### config.mk
export PLATFORM = sky130hd
export DESIGN_NAME = tcp_client_top
export DESIGN_NICKNAME = d
export VERILOG_FILES = /design/src/design/tcp_pkg.sv /design/src/design/tcp_header_rx.sv /design/src/design/tcp_header_tx.sv /design/src/design/tcp_conn_ctrl.sv /design/src/design/tcp_client_top.sv
export SDC_FILE = /design/constraint.sdc
export NUM_CORES = 1
export LEC_CHECK = 0
export BUFFER_PORTS_ARGS = -buffer_cell sky130_fd_sc_hd__buf_2
export CAP_MARGIN = 20
export CORE_MARGIN = 4
export CORE_UTILIZATION = 45
export DETAILED_ROUTE_END_ITERATION = 16
export GPL_TIMING_DRIVEN = 0
export PLACE_DENSITY_LB_ADDON = 0.25
export SLEW_MARGIN = 15
export SYNTH_ARGS = -nofsm -noshare
export SYNTH_HDL_FRONTEND = slang
export SYNTH_SLANG_ARGS = --single-unit
### constraint.sdc
create_clock -name clk -period 9 [get_ports clk]
set_clock_uncertainty 0.2 [all_clocks]
set_input_delay 0 -clock clk [delete_from_list [all_inputs] [get_ports clk]]
set_output_delay 0 -clock clk [all_outputs]
set_load 0.005 [all_outputs]
### src/design/tcp_pkg.sv
/*
 * Shared TCP header constants and types.
 * Only option-free 20-byte headers are supported, so data offset is fixed at 5.
 * Checksum and urgent pointer are not carried in tcp_seg_t.
 */
package tcp_pkg;

    localparam int          HEADER_BYTES = 20;
    localparam logic [3:0]  DATA_OFFSET  = 4'd5;     // 32-bit words
    localparam logic [15:0] WINDOW_SIZE  = 16'hffff;

    typedef struct packed {
        logic urg;
        logic ack;
        logic psh;
        logic rst;
        logic syn;
        logic fin;
    } tcp_flags_t;

    // flag sets the client sends
    localparam tcp_flags_t FLAG_SYN     = 6'b00_0010;
    localparam tcp_flags_t FLAG_ACK     = 6'b01_0000;
    localparam tcp_flags_t FLAG_FIN_ACK = 6'b01_0001;

    typedef struct packed {
        logic [15:0] src_port;
        logic [15:0] dst_port;
        logic [31:0] seq;
        logic [31:0] ack;
        tcp_flags_t  flags;
        logic [15:0] window;
    } tcp_seg_t;

    typedef enum logic [2:0] {
        ST_IDLE        = 3'd0,
        ST_SYN_SENT    = 3'd1,
        ST_ESTABLISHED = 3'd2,
        ST_FIN_WAIT    = 3'd3,
        ST_TIME_WAIT   = 3'd4,
        ST_CLOSING     = 3'd5
    } tcp_state_e;

endpackage

### src/design/tcp_header_rx.sv
/*
 * Receive header parser. Assumes a 20-byte header without options.
 * Checksum is not verified and payload bytes are skipped.
 * Frames shorter than 20 bytes are dropped; a sop restarts the count.
 */
`timescale 1ns/1ps

module tcp_header_rx (
    input  logic              clk,
    input  logic              rst,
    input  logic [7:0]        din,
    input  logic              din_vld,
    input  logic              din_sop,
    input  logic              din_eop,
    output tcp_pkg::tcp_seg_t rx_seg,
    output logic              rx_seg_vld
);
    localparam logic [4:0] LAST = 5'(tcp_pkg::HEADER_BYTES - 1);

    logic [4:0] cnt;       // bytes taken so far, saturates at 20
    logic [4:0] idx;       // position of the current byte
    logic       in_frame;
    logic       take;

    assign idx  = din_sop ? 5'd0 : cnt;
    assign take = din_vld && (din_sop || in_frame);

    always_ff @(posedge clk) begin
        if (rst) begin
            cnt        <= 5'd0;
            in_frame   <= 1'b0;
            rx_seg_vld <= 1'b0;
        end else begin
            rx_seg_vld <= take && din_eop && (idx >= LAST);
            if (take) begin
                in_frame <= !din_eop;
                if (idx <= LAST) begin
                    cnt <= idx + 5'd1;
                end
            end
        end
    end

    // header fields shift in msb first
    always_ff @(posedge clk) begin
        if (take) begin
            case (idx)
                5'd0, 5'd1: rx_seg.src_port <= {rx_seg.src_port[7:0], din};
                5'd2, 5'd3: rx_seg.dst_port <= {rx_seg.dst_port[7:0], din};
                5'd4, 5'd5, 5'd6, 5'd7: rx_seg.seq <= {rx_seg.seq[23:0], din};
                5'd8, 5'd9, 5'd10, 5'd11: rx_seg.ack <= {rx_seg.ack[23:0], din};
                5'd13: rx_seg.flags <= din[5:0];               // reserved bits dropped
                5'd14, 5'd15: rx_seg.window <= {rx_seg.window[7:0], din};
                default: ;                                     // offset, csum, urg, payload
            endcase
        end
    end

endmodule

### src/design/tcp_header_tx.sv
/*
 * Transmit header serialiser. Emits exactly 20 bytes per segment, no options.
 * Checksum and urgent pointer are sent as zero.
 * tx_start is ignored while a frame is in flight; there is no ready input.
 */
`timescale 1ns/1ps

module tcp_header_tx (
    input  logic              clk,
    input  logic              rst,
    input  tcp_pkg::tcp_seg_t tx_seg,
    input  logic              tx_start,
    output logic              tx_busy,
    output logic [7:0]        dout,
    output logic              dout_vld,
    output logic              dout_sop,
    output logic              dout_eop
);
    localparam logic [4:0] LAST = 5'(tcp_pkg::HEADER_BYTES - 1);

    tcp_pkg::tcp_seg_t seg;   // latched on start
    logic [4:0]        idx;

    always_ff @(posedge clk) begin
        if (rst) begin
            tx_busy <= 1'b0;
            idx     <= 5'd0;
        end else if (tx_busy) begin
            idx <= idx + 5'd1;
            if (idx == LAST) begin
                tx_busy <= 1'b0;
            end
        end else if (tx_start) begin
            tx_busy <= 1'b1;
            idx     <= 5'd0;
        end
    end

    always_ff @(posedge clk) begin
        if (tx_start && !tx_busy) begin
            seg <= tx_seg;
        end
    end

    assign dout_vld = tx_busy;
    assign dout_sop = tx_busy && (idx == 5'd0);
    assign dout_eop = tx_busy && (idx == LAST);

    always_comb begin
        case (idx)
            5'd0:    dout = seg.src_port[15:8];
            5'd1:    dout = seg.src_port[7:0];
            5'd2:    dout = seg.dst_port[15:8];
            5'd3:    dout = seg.dst_port[7:0];
            5'd4:    dout = seg.seq[31:24];
            5'd5:    dout = seg.seq[23:16];
            5'd6:    dout = seg.seq[15:8];
            5'd7:    dout = seg.seq[7:0];
            5'd8:    dout = seg.ack[31:24];
            5'd9:    dout = seg.ack[23:16];
            5'd10:   dout = seg.ack[15:8];
            5'd11:   dout = seg.ack[7:0];
            5'd12:   dout = {tcp_pkg::DATA_OFFSET, 4'h0};
            5'd13:   dout = {2'b00, seg.flags};
            5'd14:   dout = seg.window[15:8];
            5'd15:   dout = seg.window[7:0];
            default: dout = 8'h00;                 // checksum and urgent pointer
        endcase
    end

endmodule

### src/design/tcp_conn_ctrl.sv
/*
 * Client connection FSM with sequence and ack bookkeeping.
 * Active open and active close only; a server FIN while established is ignored.
 * No retransmission: a segment that arrives while the serialiser is busy is lost.
 */
`timescale 1ns/1ps

module tcp_conn_ctrl #(
    parameter logic [15:0] SERVER_PORT = 16'd6000
) (
    input  logic                clk,
    input  logic                rst,
    input  logic                open,
    input  logic                close,
    input  logic [15:0]         client_port,
    input  tcp_pkg::tcp_seg_t   rx_seg,
    input  logic                rx_seg_vld,
    input  logic                tx_busy,
    output tcp_pkg::tcp_seg_t   tx_seg,
    output logic                tx_start,
    output tcp_pkg::tcp_state_e state
);
    tcp_pkg::tcp_state_e state_nxt;
    tcp_pkg::tcp_flags_t send_flags;
    logic [31:0]         snd_nxt;
    logic [31:0]         rcv_nxt;
    logic [31:0]         snd_nxt_d;
    logic [31:0]         rcv_nxt_d;
    logic [31:0]         send_seq;
    logic [31:0]         peer_nxt;
    logic                can_send;
    logic                ack_ok;
    logic                send;

    assign can_send = !tx_busy && !tx_start;    // start of last cycle not yet seen as busy
    assign ack_ok   = rx_seg.flags.ack && (rx_seg.ack == snd_nxt);
    assign peer_nxt = rx_seg.seq + 32'd1;

    always_comb begin
        state_nxt  = state;
        snd_nxt_d  = snd_nxt;
        rcv_nxt_d  = rcv_nxt;
        send       = 1'b0;
        send_flags = tcp_pkg::FLAG_ACK;
        send_seq   = snd_nxt;
        if (rx_seg_vld && rx_seg.flags.rst && state != tcp_pkg::ST_IDLE) begin
            state_nxt = tcp_pkg::ST_IDLE;                   // abort, nothing sent
        end else begin
            case (state)
                tcp_pkg::ST_IDLE: begin
                    if (open && can_send) begin
                        send       = 1'b1;
                        send_flags = tcp_pkg::FLAG_SYN;
                        send_seq   = 32'd0;
                        snd_nxt_d  = 32'd1;
                        rcv_nxt_d  = 32'd0;
                        state_nxt  = tcp_pkg::ST_SYN_SENT;
                    end
                end
                tcp_pkg::ST_SYN_SENT: begin
                    if (rx_seg_vld && can_send && ack_ok && rx_seg.flags.syn) begin
                        send      = 1'b1;
                        rcv_nxt_d = peer_nxt;
                        state_nxt = tcp_pkg::ST_ESTABLISHED;
                    end
                end
                tcp_pkg::ST_ESTABLISHED: begin
                    if (close && can_send) begin
                        send       = 1'b1;
                        send_flags = tcp_pkg::FLAG_FIN_ACK;
                        snd_nxt_d  = snd_nxt + 32'd1;          // FIN takes one seq
                        state_nxt  = tcp_pkg::ST_FIN_WAIT;
                    end
                end
                tcp_pkg::ST_FIN_WAIT: begin
                    if (rx_seg_vld && ack_ok) begin
                        if (!rx_seg.flags.fin) begin
                            state_nxt = tcp_pkg::ST_TIME_WAIT;  // split close, FIN later
                        end else if (can_send) begin
                            send      = 1'b1;
                            rcv_nxt_d = peer_nxt;
                            state_nxt = tcp_pkg::ST_CLOSING;
                        end
                    end
                end
                tcp_pkg::ST_TIME_WAIT: begin
                    if (rx_seg_vld && can_send && rx_seg.flags.fin) begin
                        send      = 1'b1;
                        rcv_nxt_d = peer_nxt;
                        state_nxt = tcp_pkg::ST_CLOSING;
                    end
                end
                tcp_pkg::ST_CLOSING: begin
                    if (can_send) begin
                        state_nxt = tcp_pkg::ST_IDLE;          // final ACK is out
                    end
                end
                default: state_nxt = tcp_pkg::ST_IDLE;
            endcase
        end
    end

    always_ff @(posedge clk) begin
        if (rst) begin
            state    <= tcp_pkg::ST_IDLE;
            snd_nxt  <= 32'd0;
            rcv_nxt  <= 32'd0;
            tx_start <= 1'b0;
        end else begin
            state    <= state_nxt;
            snd_nxt  <= snd_nxt_d;
            rcv_nxt  <= rcv_nxt_d;
            tx_start <= send;
        end
    end

    always_ff @(posedge clk) begin
        if (send) begin
            tx_seg.src_port <= client_port;
            tx_seg.dst_port <= SERVER_PORT;
            tx_seg.seq      <= send_seq;
            tx_seg.ack      <= rcv_nxt_d;                    // zero for the SYN
            tx_seg.flags    <= send_flags;
            tx_seg.window   <= tcp_pkg::WINDOW_SIZE;
        end
    end

endmodule

### src/design/tcp_client_top.sv
/*
 * TCP client connection engine, header-only segments.
 * client_port must stay stable while a connection is open.
 * No back-pressure: input must not arrive while dout_vld is high.
 */
`timescale 1ns/1ps

module tcp_client_top #(
    parameter logic [15:0] SERVER_PORT = 16'd6000
) (
    input  logic                clk,
    input  logic                rst,
    input  logic [7:0]          din,
    input  logic                din_vld,
    input  logic                din_sop,
    input  logic                din_eop,
    input  logic                open,
    input  logic                close,
    input  logic [15:0]         client_port,
    output logic [7:0]          dout,
    output logic                dout_vld,
    output logic                dout_sop,
    output logic                dout_eop,
    output tcp_pkg::tcp_state_e state
);
    tcp_pkg::tcp_seg_t rx_seg;
    tcp_pkg::tcp_seg_t tx_seg;
    logic              rx_seg_vld;
    logic              tx_start;
    logic              tx_busy;

    tcp_header_rx i_header_rx (
        .clk        (clk),
        .rst        (rst),
        .din        (din),
        .din_vld    (din_vld),
        .din_sop    (din_sop),
        .din_eop    (din_eop),
        .rx_seg     (rx_seg),
        .rx_seg_vld (rx_seg_vld)
    );

    tcp_conn_ctrl #(
        .SERVER_PORT (SERVER_PORT)
    ) i_conn_ctrl (
        .clk         (clk),
        .rst         (rst),
        .open        (open),
        .close       (close),
        .client_port (client_port),
        .rx_seg      (rx_seg),
        .rx_seg_vld  (rx_seg_vld),
        .tx_busy     (tx_busy),
        .tx_seg      (tx_seg),
        .tx_start    (tx_start),
        .state       (state)
    );

    tcp_header_tx i_header_tx (
        .clk      (clk),
        .rst      (rst),
        .tx_seg   (tx_seg),
        .tx_start (tx_start),
        .tx_busy  (tx_busy),
        .dout     (dout),
        .dout_vld (dout_vld),
        .dout_sop (dout_sop),
        .dout_eop (dout_eop)
    );

endmodule

After elaboration in Yosys (flattened, before gate mapping)
Index checks and enable logic that the tools add are counted.
{"block": "totals", "input_bits": 31, "reg_bits": 321}
{"block": "classes", "order_cmp": 2, "n_reduce_logical": 36, "bitwise_logic": 1, "add_sub_neg": 4, "eq_ne": 38, "muxes": 42}
{"operator": "32-bit 2-to-1 mux", "count": 12}
{"operator": "32-bit one-hot mux with 4 select lines", "count": 1}
{"operator": "8-bit one-hot mux with 15 select lines", "count": 1}
{"operator": "5-bit by 4-bit == test with 1-bit output (second input constant)", "count": 13}
{"operator": "32-bit by 1-bit adder with 32-bit output (second input constant)", "count": 2}
{"operator": "32-bit one-hot mux with 2 select lines", "count": 1}
{"operator": "5-bit by 3-bit == test with 1-bit output (second input constant)", "count": 8}
{"operator": "32-bit == test", "count": 1}
{"operator": "3-bit 2-to-1 mux", "count": 8}
{"operator": "5-bit 2-to-1 mux", "count": 4}
{"operator": "3-bit one-hot mux with 6 select lines", "count": 1}
{"operator": "1-bit logical AND", "count": 17}
{"operator": "1-bit 2-to-1 mux", "count": 12}
{"operator": "2-bit by 1-bit != test with 1-bit output (second input constant)", "count": 6}
{"operator": "6-bit one-hot mux with 2 select lines", "count": 1}
{"operator": "5-bit by 1-bit adder with 5-bit output (second input constant)", "count": 2}
{"operator": "5-bit by 2-bit == test with 1-bit output (second input constant)", "count": 2}
{"operator": "2-bit AND reduction", "count": 4}
{"operator": "4-bit OR reduction", "count": 2}
{"operator": "7-bit AND reduction", "count": 1}
{"operator": "3-bit by 2-bit == test with 1-bit output (second input constant)", "count": 2}
{"operator": "3-bit == test (second input constant)", "count": 2}
{"operator": "5-bit by 1-bit == test with 1-bit output (second input constant)", "count": 1}
{"operator": "5-bit == test (second input constant)", "count": 1}
{"operator": "14 further kinds", "count": 18}

Logic depth before layout (Yosys ltp)
Gate-level depths: netlist (run 1).
{"block": "depth", "depth_word": 8, "ltp_mapped": 10, "mapped_depth_nobuf": 9}

Hierarchy
A second synthesis (run 1) with hierarchy kept.
{"block": "hier_totals", "hier_cells": 1156, "area_unflattened_um2": 16439.5}
{"mod": "tcp_conn_ctrl", "area_per_inst_um2": 7409.6, "cells_each": 683, "instances": 1}
{"mod": "tcp_header_tx", "area_per_inst_um2": 4966.0, "cells_each": 293, "instances": 1}
{"mod": "tcp_header_rx", "area_per_inst_um2": 4063.9, "cells_each": 180, "instances": 1}

Least setup slack after synthesis (run 1)
Ideal clock, no wire load.
{"block": "synth_path", "path_kind": "register to register", "startpoint": "register i_header_tx.tx_busy, in the netlist i_header_tx.dout_vld", "endpoint": "register i_header_tx.seg[102] in the netlist's numbering (enable)", "n_path_buf": 2, "setup_slack_ns": 3.967, "required_time_ns": 8.266, "synth_period_minus_slack_ns": 5.033, "arrival_ns": 4.299, "setup_ns": 0.534, "stages_incl_launch_ff": 4, "path_cell_list": "dfxtp_1 > buf_6 > clkbuf_1 > nor2b_1"}
{"block": "synth_via", "elab_chain_cells": 2}
{"element": "from (decl)", "line": "tcp_header_tx.sv:13", "rtl": "output logic tx_busy,"}
{"element": "from (signal assigned)", "line": "tcp_header_tx.sv:26", "rtl": "tx_busy <= 1'b0;"}
{"element": "from (signal assigned)", "line": "tcp_header_tx.sv:31", "rtl": "tx_busy <= 1'b0;"}
{"element": "from (signal assigned)", "line": "tcp_header_tx.sv:34", "rtl": "tx_busy <= 1'b1;"}
{"element": "1-bit logical NOT", "line": "tcp_header_tx.sv:40", "rtl": "if (tx_start && !tx_busy) begin"}
{"element": "1-bit logical AND", "line": "tcp_header_tx.sv:40"}
{"element": "to (signal assigned)", "line": "tcp_header_tx.sv:41", "rtl": "seg <= tx_seg;"}
{"element": "to (decl)", "line": "tcp_header_tx.sv:21", "rtl": "tcp_pkg::tcp_seg_t seg;"}
No other way between the ends.
A chain may end at the register's enable or synchronous reset.

Final worst setup path (run 1)
{"block": "layout_path", "startpoint": "register i_conn_ctrl.snd_nxt[13]", "endpoint": "register i_conn_ctrl.tx_seg[113] (netlist name)"}
{"block": "layout_via", "elab_chain_cells": 7, "word_cells_on_any_way": 9, "classes_between": "1 x eq/ne; 4 x mux; 4 x reduce/logical"}
{"element": "from (decl)", "line": "tcp_conn_ctrl.sv:25", "rtl": "logic [31:0] snd_nxt;"}
{"element": "from (signal assigned)", "line": "tcp_conn_ctrl.sv:111", "rtl": "snd_nxt <= snd_nxt_d;"}
{"element": "32-bit == test (*)", "line": "tcp_conn_ctrl.sv:36", "rtl": "assign ack_ok = rx_seg.flags.ack && (rx_seg.ack == snd_nxt);"}
{"element": "1-bit logical AND (*)", "line": "tcp_conn_ctrl.sv:36"}
{"element": "1-bit logical AND (2 in a row)", "line": "tcp_conn_ctrl.sv:61", "rtl": "if (rx_seg_vld && can_send && ack_ok && rx_seg.flags.syn) begin"}
{"element": "1-bit 2-to-1 mux", "line": "tcp_conn_ctrl.sv:61"}
{"element": "1-bit one-hot mux with 5 select lines (*)", "line": "tcp_conn_ctrl.sv:49", "rtl": "case (state)"}
{"element": "1-bit 2-to-1 mux (*)", "line": "tcp_conn_ctrl.sv:46", "rtl": "if (rx_seg_vld && rx_seg.flags.rst && state != tcp_pkg::ST_IDLE) begin"}
{"element": "named net i_conn_ctrl.send", "line": "tcp_conn_ctrl.sv:33", "rtl": "logic send;"}
Mark *: on every way through the listed nets, which the timed path passes. The rest lies on a longest branch.

==> results_dict.tcl, run 1 <==
set metrics [dict create \
    synthXorXnorAreaFrac_pct 6.01 \
    required_ps 9010 \
    finalHoldViolCount 0 \
    syn-instance-count 990 \
    fin_tns_setup_ps 0 \
    ys.warnings.count 0 \
    synth-main-ff-cell "edfxtp_1" \
    wl_met3_um 1670 \
    drive_gt1_share_pct 13.0 \
    overflow 0 \
    wl_met1_um 13600 \
    rows 61 \
    power_switching_mw 0.819 \
    vias 8427 \
    maxSlewViolCount 0 \
    cts_root_buffer "clkbuf_16" \
    initial_core_util_pct 46.2 \
    fill_cells 2355 \
    final_nets 1169 \
    cp-start-kind "flip-flop" \
    pwr-share-seq_pct 50.7 \
    antenna_found_initial 0 \
    avgViaCountPerCell 5.50 \
    relSlewSlack_pct 22.5 \
    final-setup-viol-count 0 \
    clock_path_buffers 3 \
    synth_cell_types 65 \
    synth-simple-area-share_pct 13.1 \
    synthAdderAreaFrac_pct 1.06 \
    grt_pass1_wl_um 46700 \
    rsz0062_at_grt "no" \
    p_int_mw 2.66 \
    grt_max_degree 35 \
    clock.fmax_ghz 0.308 \
    numCtsBuffers 35 \
    pwr-share-clk_pct 39.9 \
    critPathMaxStageDelay_ps 590 \
    irDropWorstVdd_v 0.000131 \
    clk_pin_slew_ps 60 \
    endpoint_kind "flip-flop" \
    netSwitchingFraction_pct 23.5 \
    route.final.wire_length_um 29700 \
    ys_seq_area_share_pct 66.6 \
    drtPass1Iterations 5 \
    path_buf_inv 2 \
    wl_per_cell_um 19.4 \
    fp.dieW_um 178 \
    drc_errors 0 \
    grt_pass1_vias 8114 \
    finalCritPeriodShare_pct 36.1 \
    ys_seq_elements 315 \
    wl_met2_um 13400 \
    die_y_um 178 \
    drt_iter0_drc 773 \
    area_growth_pct 18.9 \
    cap_violations 0 \
    path_class "flip-flop to flip-flop" \
    slowest_stage "or4_4" \
    whs_ps 9.71 \
    post_cts_buffers 0 \
    fin_crit_ps 3250 \
    worst_slew_pin_slew_ps 1150 \
    pwr-share-comb_pct 9.3 \
    clock-sinks 315 \
    status "finished, final reports clean" \
    drtAntennaViolNets 0 \
    crit_fanout 34 \
    io_pins 45 \
    synth_top_family_by_area "simple AND/OR/NAND/NOR gates" \
    mostFrequentLayoutCell "edfxtp_1" \
    synth_compound_area_share_pct 9.37 \
    async_flop_share_pct 0 \
    place_congestion 0.946 \
    final_cell_mix "edfxtp_1, dfxtp_1, nor2_1" \
    synth_edf_count 234 \
    clk_latency_ps 510 \
    hold_path_class "primary input to flip-flop" \
    critPathArrivalTime_ps 3250 \
    synthesis.nets 1032 \
    path_cells "clkbuf_1 > xnor2_1 > nand4_1 > or4_4 > nor4_2 > o32a_2 > buf_12" \
    dp_hpwl_um 21400 \
    syn_area_sq_mm 0.0130 \
    htreeDepth 2 \
    crit_family "simple AND/OR/NAND/NOR gates" \
    power_density_mw_per_mm2 226 \
    cts_tree "yes" \
    leakagePower_nw 5.06 \
    diodes 0 \
    dieArea_sq_mm 0.0316 \
    track_usage_pct 19.1 \
    portBuffers 44 \
    synth_mux_area_share_pct 0.492 \
    coreArea_sq_mm 0.0281 \
    postSynthAreaPerCell_sq_um 13.1 \
    dr.max_layer_used "met4" \
]
## state kept, by name, indices dropped and copies added, names as in the netlist
| register | count |
|---|---|
| i_conn_ctrl.state | 3 |
| i_header_tx.dout_vld | 1 |
| i_header_tx.idx | 5 |
| i_header_rx.cnt | 5 |
| i_conn_ctrl.rcv_nxt | 32 |
| i_header_rx.rx_seg | 68 |
| i_conn_ctrl.tx_seg | 83 |
| i_header_rx.in_frame | 1 |
| i_header_rx.rx_seg_vld | 1 |
| i_conn_ctrl.snd_nxt | 32 |
| i_conn_ctrl.tx_start | 1 |
| i_header_tx.seg | 83 |
## power by group through the flow
stage	combinational, mW	clock [mW]	sequential (mW)
6_report	0.325	1.39	1.77
5_1_grt	0.354	1.49	1.78
4_1_cts	0.326	1.43	1.77
3_5_place_dp	0.311	0	1.80
3_3_place_gp	0.282	0	1.82
2_1_floorplan	0.192	0	1.78
## stage by stage
step / std cells / total power [mW] / utilization, % / setup slack, ps / cell area, sq um
after floorplan: 990 / 1.97 / - / 3970 / 13000
after global placement: 1412 / 2.10 / 48.7 / 2370 / 13700
after detailed placement: 1423 / 2.11 / 49.3 / 5760 / 13900
after CTS: 1532 / 3.52 / 54.9 / 5770 / 15400
after global routing: 1532 / 3.62 / 54.9 / 5550 / 15400
final: 1532 / 3.48 / 54.9 / 5750 / 15400
## cells in the mapped netlist (2+ instances only)
library cell	count	share of area, %
buf_6	8	0.69
o32ai_1	32	2.2
nor3_1	22	0.85
mux2_2	3	0.26
nor2b_1	5	0.24
mux2i_1	3	0.23
and3_1	7	0.34
o22ai_1	33	1.6
or3_1	7	0.34
dfxtp_1	81	12
clkbuf_1	23	0.67
and2_1	31	1.5
nor4_1	8	0.39
a31oi_1	4	0.19
and3b_1	2	0.14
a221oi_1	9	0.61
nor3b_1	6	0.35
o21a_1	2	0.12
a222oi_1	5	0.39
nor4_2	6	0.58
a21oi_1	21	0.81
nor2_1	67	1.9
a311oi_1	2	0.14
nor4_4	3	0.49
a211oi_1	5	0.29
ha_1	11	1.1
or2_2	3	0.14
nand2_1	49	1.4
edfxtp_1	234	54
nand3_1	39	1.5
o31ai_1	4	0.23
o41ai_1	2	0.14
a22oi_1	15	0.87
o21ai_0	11	0.42
and4_1	10	0.67
nand4_1	25	1.2
a22o_1	7	0.47
o211ai_1	2	0.12
buf_2	10	0.39
inv_1	54	1.6
xor2_1	29	2.0
xnor2_1	60	4.0
nand2b_1	8	0.39
## repair_timing
action	4_1_cts	5_1_grt
hold endpoints to repair	61	0
resized for setup	0	0
hold buffers	45	0
## worst register-to-register path: stages (launching register included)
cell and delay (ps):
dfxtp_1 300, clkbuf_1 320, xnor2_1 190, nand4_1 120, or4_4 590, nor4_2 360
o32a_2 550, buf_12 280
## cells by family after synthesis
group	after synthesis
AO/OA/AOI/OAI	167
XOR/XNOR	89
adder cells (fa/ha/maj)	11
buffers and inverters	96
flip-flops	315
multiplexers	6
AND/OR/NAND/NOR	306
## layout make-up
type | instances | area (sq um) | area share, %
Multi-Input combinational cell | 579 | 3910 | 25.3
Tap cell | 378 | 473 | 3.06
Clock inverter | 18 | 181 | 1.18
Inverter | 54 | 203 | 1.31
Clock buffer | 46 | 948 | 6.15
Timing Repair Buffer | 100 | 835 | 5.41
Buffer | 42 | 234 | 1.52
Sequential cell | 315 | 8650 | 56.0
## per-layer routing
layer / global-route usage (%) / vias to the layer above
li1: - / 4016
met4: 7.32 / 0
met3: 2.90 / 53
met1: 27.1 / 4082
met2: 29.7 / 276
met5: 0 / -
## final timing paths
path                      startpoint                 endpoint  slack [ps]  cells past startpoint
max          i_conn_ctrl.snd_nxt[13]  i_conn_ctrl.tx_seg[113]        5750                      7
min                  client_port[12]  i_conn_ctrl.tx_seg[114]          10                      2
max reg2reg  i_conn_ctrl.snd_nxt[13]  i_conn_ctrl.tx_seg[113]        5750                      7
min reg2reg   i_conn_ctrl.tx_seg[43]      i_header_tx.seg[43]         210                      0
(Power assumes the default switching activity.)
==> inputs of run 2 (changes only) <==
- ABC_AREA: not set -> 1
- clock period: 9 -> 3.15 ns (I/O delays scaled with it)
==> results_dict.tcl, run 2 <==
set metrics [dict create \
    dpl_cell_area_sq_mm 0.0141 \
    worst_slack_ps 237 \
    post_cts_resized 0 \
    avgViaCountPerCell 5.13 \
    hold_path_class "primary input to flip-flop" \
    drive_gt1_share_pct 11.3 \
    numCtsBuffers 36 \
    final-setup-viol-count 0 \
    synth_cell_types 50 \
    path_cells "inv_1 > ha_1 > nand2_1 > nor2_1 > nand2_1 > nand2_1 > a2111oi_0 > nand3_1 > buf_2" \
    cap_violations 0 \
    drc_errors 0 \
    stdcell_area_sq_mm 0.0157 \
    top_regs "i_conn_ctrl.tx_seg x83, i_header_tx.seg x83, i_header_rx.rx_seg x68" \
    leakagePower_nw 5.91 \
    path_buf_inv 2 \
    clock-sinks 315 \
    whs_ps 38.1 \
    vias 9315 \
    power_density_mw_per_mm2 703 \
    finalHoldViolCount 0 \
    instances_no_fill 1815 \
    track_usage_pct 19.0 \
    die_y_um 180 \
    clock_path_buffers 3 \
    finalCritPeriodShare_pct 92.5 \
    crit_fanout 8 \
    ys_seq_elements 315 \
    slowest_stage "a2111oi_0" \
    critPathMaxStageDelay_ps 550 \
    async_flop_share_pct 0 \
    endpoint_kind "primary output" \
    antenna_found_initial 0 \
    mostFrequentLayoutCell "nand2_1" \
    grt_pass1_wl_um 49200 \
    place_congestion 0.910 \
    postSynthAreaPerCell_sq_um 10.5 \
    crit_path_frequent_cell "nand2_1" \
    fin_tns_setup_ps 0 \
    rsz0062_at_grt "no" \
    wl_per_cell_um 17.1 \
    synth-main-ff-cell "edfxtp_1" \
    rows 62 \
    place_ws_ps 358 \
    cts_tree "yes" \
    drt_iter0_drc 719 \
    ys.warnings.count 0 \
    place_inst 1701 \
    grt_max_degree 63 \
    ctsHoldBuffers 48 \
    area_growth_pct 18.7 \
    clock.fmax_ghz 0.343 \
    status "finished, final reports clean" \
    grt_pass1_vias 8903 \
    final_nets 1445 \
    clk_latency_ps 530 \
    synthesis.nets 1309 \
    dieArea_sq_mm 0.0323 \
    io_pins 45 \
    overflow 0 \
    maxSlewViolCount 0 \
    htreeDepth 2 \
    multi_input_area_sq_mm 0.00399 \
    synth_commonest_cells "nand2_1, edfxtp_1, inv_1, nor2_1, dfxtp_1" \
    required_ps 2950 \
    synth_edf_count 234 \
    critPathArrivalTime_ps 2710 \
    fp.dieW_um 180 \
    yosys.cell_count.top_type "nand2_1" \
    drtPass1Iterations 5 \
    drtAntennaViolNets 0 \
    irDropWorstVdd_v 0.000338 \
    dp_hpwl_um 22700 \
    route.final.wire_length_um 31100 \
    ys_seq_area_share_pct 65.2 \
    coreArea_sq_mm 0.0289 \
    post_cts_buffers 0 \
    portBuffers 44 \
    relSlewSlack_pct 29.8 \
    clk_pin_slew_ps 60 \
    syn_area_sq_mm 0.0133 \
    final_cell_mix "nand2_1, edfxtp_1, inv_1" \
    cts_root_buffer "clkbuf_16" \
    cp-start-kind "flip-flop" \
    register_area_sq_mm 0.00865 \
    initial_core_util_pct 45.9 \
    diodes 0 \
    worst_slew_pin_slew_ps 1040 \
    crit_family "simple AND/OR/NAND/NOR gates" \
    syn-instance-count 1267 \
    fill_cells 2534 \
    synth_top_area_cell "edfxtp_1" \
    fin_crit_ps 2910 \
    synth.top_cells.by_area "edfxtp_1, dfxtp_1, nand2_1" \
    path_class "flip-flop to primary output" \
    synth_top_area_share_pct 53.0 \
]
==> run 2: logic make-up after synthesis <==
group	share of synthesized area (%)
AO/OA/AOI/OAI	7.01
XOR/XNOR	1.72
adder cells (fa/ha/maj)	1.04
buffers and inverters	4.90
flip-flops	65.2
AND/OR/NAND/NOR	20.1
==> run 2: layer usage <==
| layer | global-route usage [%] | vias to the layer above | part of all wire [%] |
|---|---|---|---|
| li1 | - | 4649 | - |
| met1 | 28.0 | 4336 | 48 |
| met2 | 29.2 | 278 | 44 |
| met3 | 3.40 | 52 | 5.7 |
| met4 | 5.03 | 0 | 2.3 |
| met5 | 0 | - | 0 |
==> run 2: area by class of cell <==
class | instances | area share [%]
tap | 384 | 3.05
sequential | 315 | 55.0
buffer | 20 | 0.644
timing repair buffer | 98 | 5.20
inverter | 146 | 3.52
clock buffer | 47 | 6.05
clock inverter | 19 | 1.18
multi-input combinational | 786 | 25.4
==> run 2: path summary, 6_finish.rpt <==
path,startpoint,to,slack (ps),cells after the start
hold / removal,din[3],i_header_rx.rx_seg[57],40,2
setup / recovery,i_header_tx.idx[1],dout[5],240,9
setup reg to reg,i_conn_ctrl.snd_nxt[20],i_conn_ctrl.tx_seg[33],320,14
hold reg to reg,i_conn_ctrl.tx_seg[48],i_header_tx.seg[48],210,0
==> run 2: report_power, final <==
group | leakage [nW] | internal [mW] | switching [mW]
registers | 2.83 | 5.26 | 0.211
clock network | 0.537 | 2.33 | 1.64
logic | 2.54 | 0.472 | 1.15
==> run 2: metrics by stage <==
stage	utilization, %	power, mW
CTS	54.5	11.2
finish	54.5	11.1
floorplan	-	6.53
detailed placement	48.9	7.15
global placement	48.5	7.09
global route	54.5	11.6
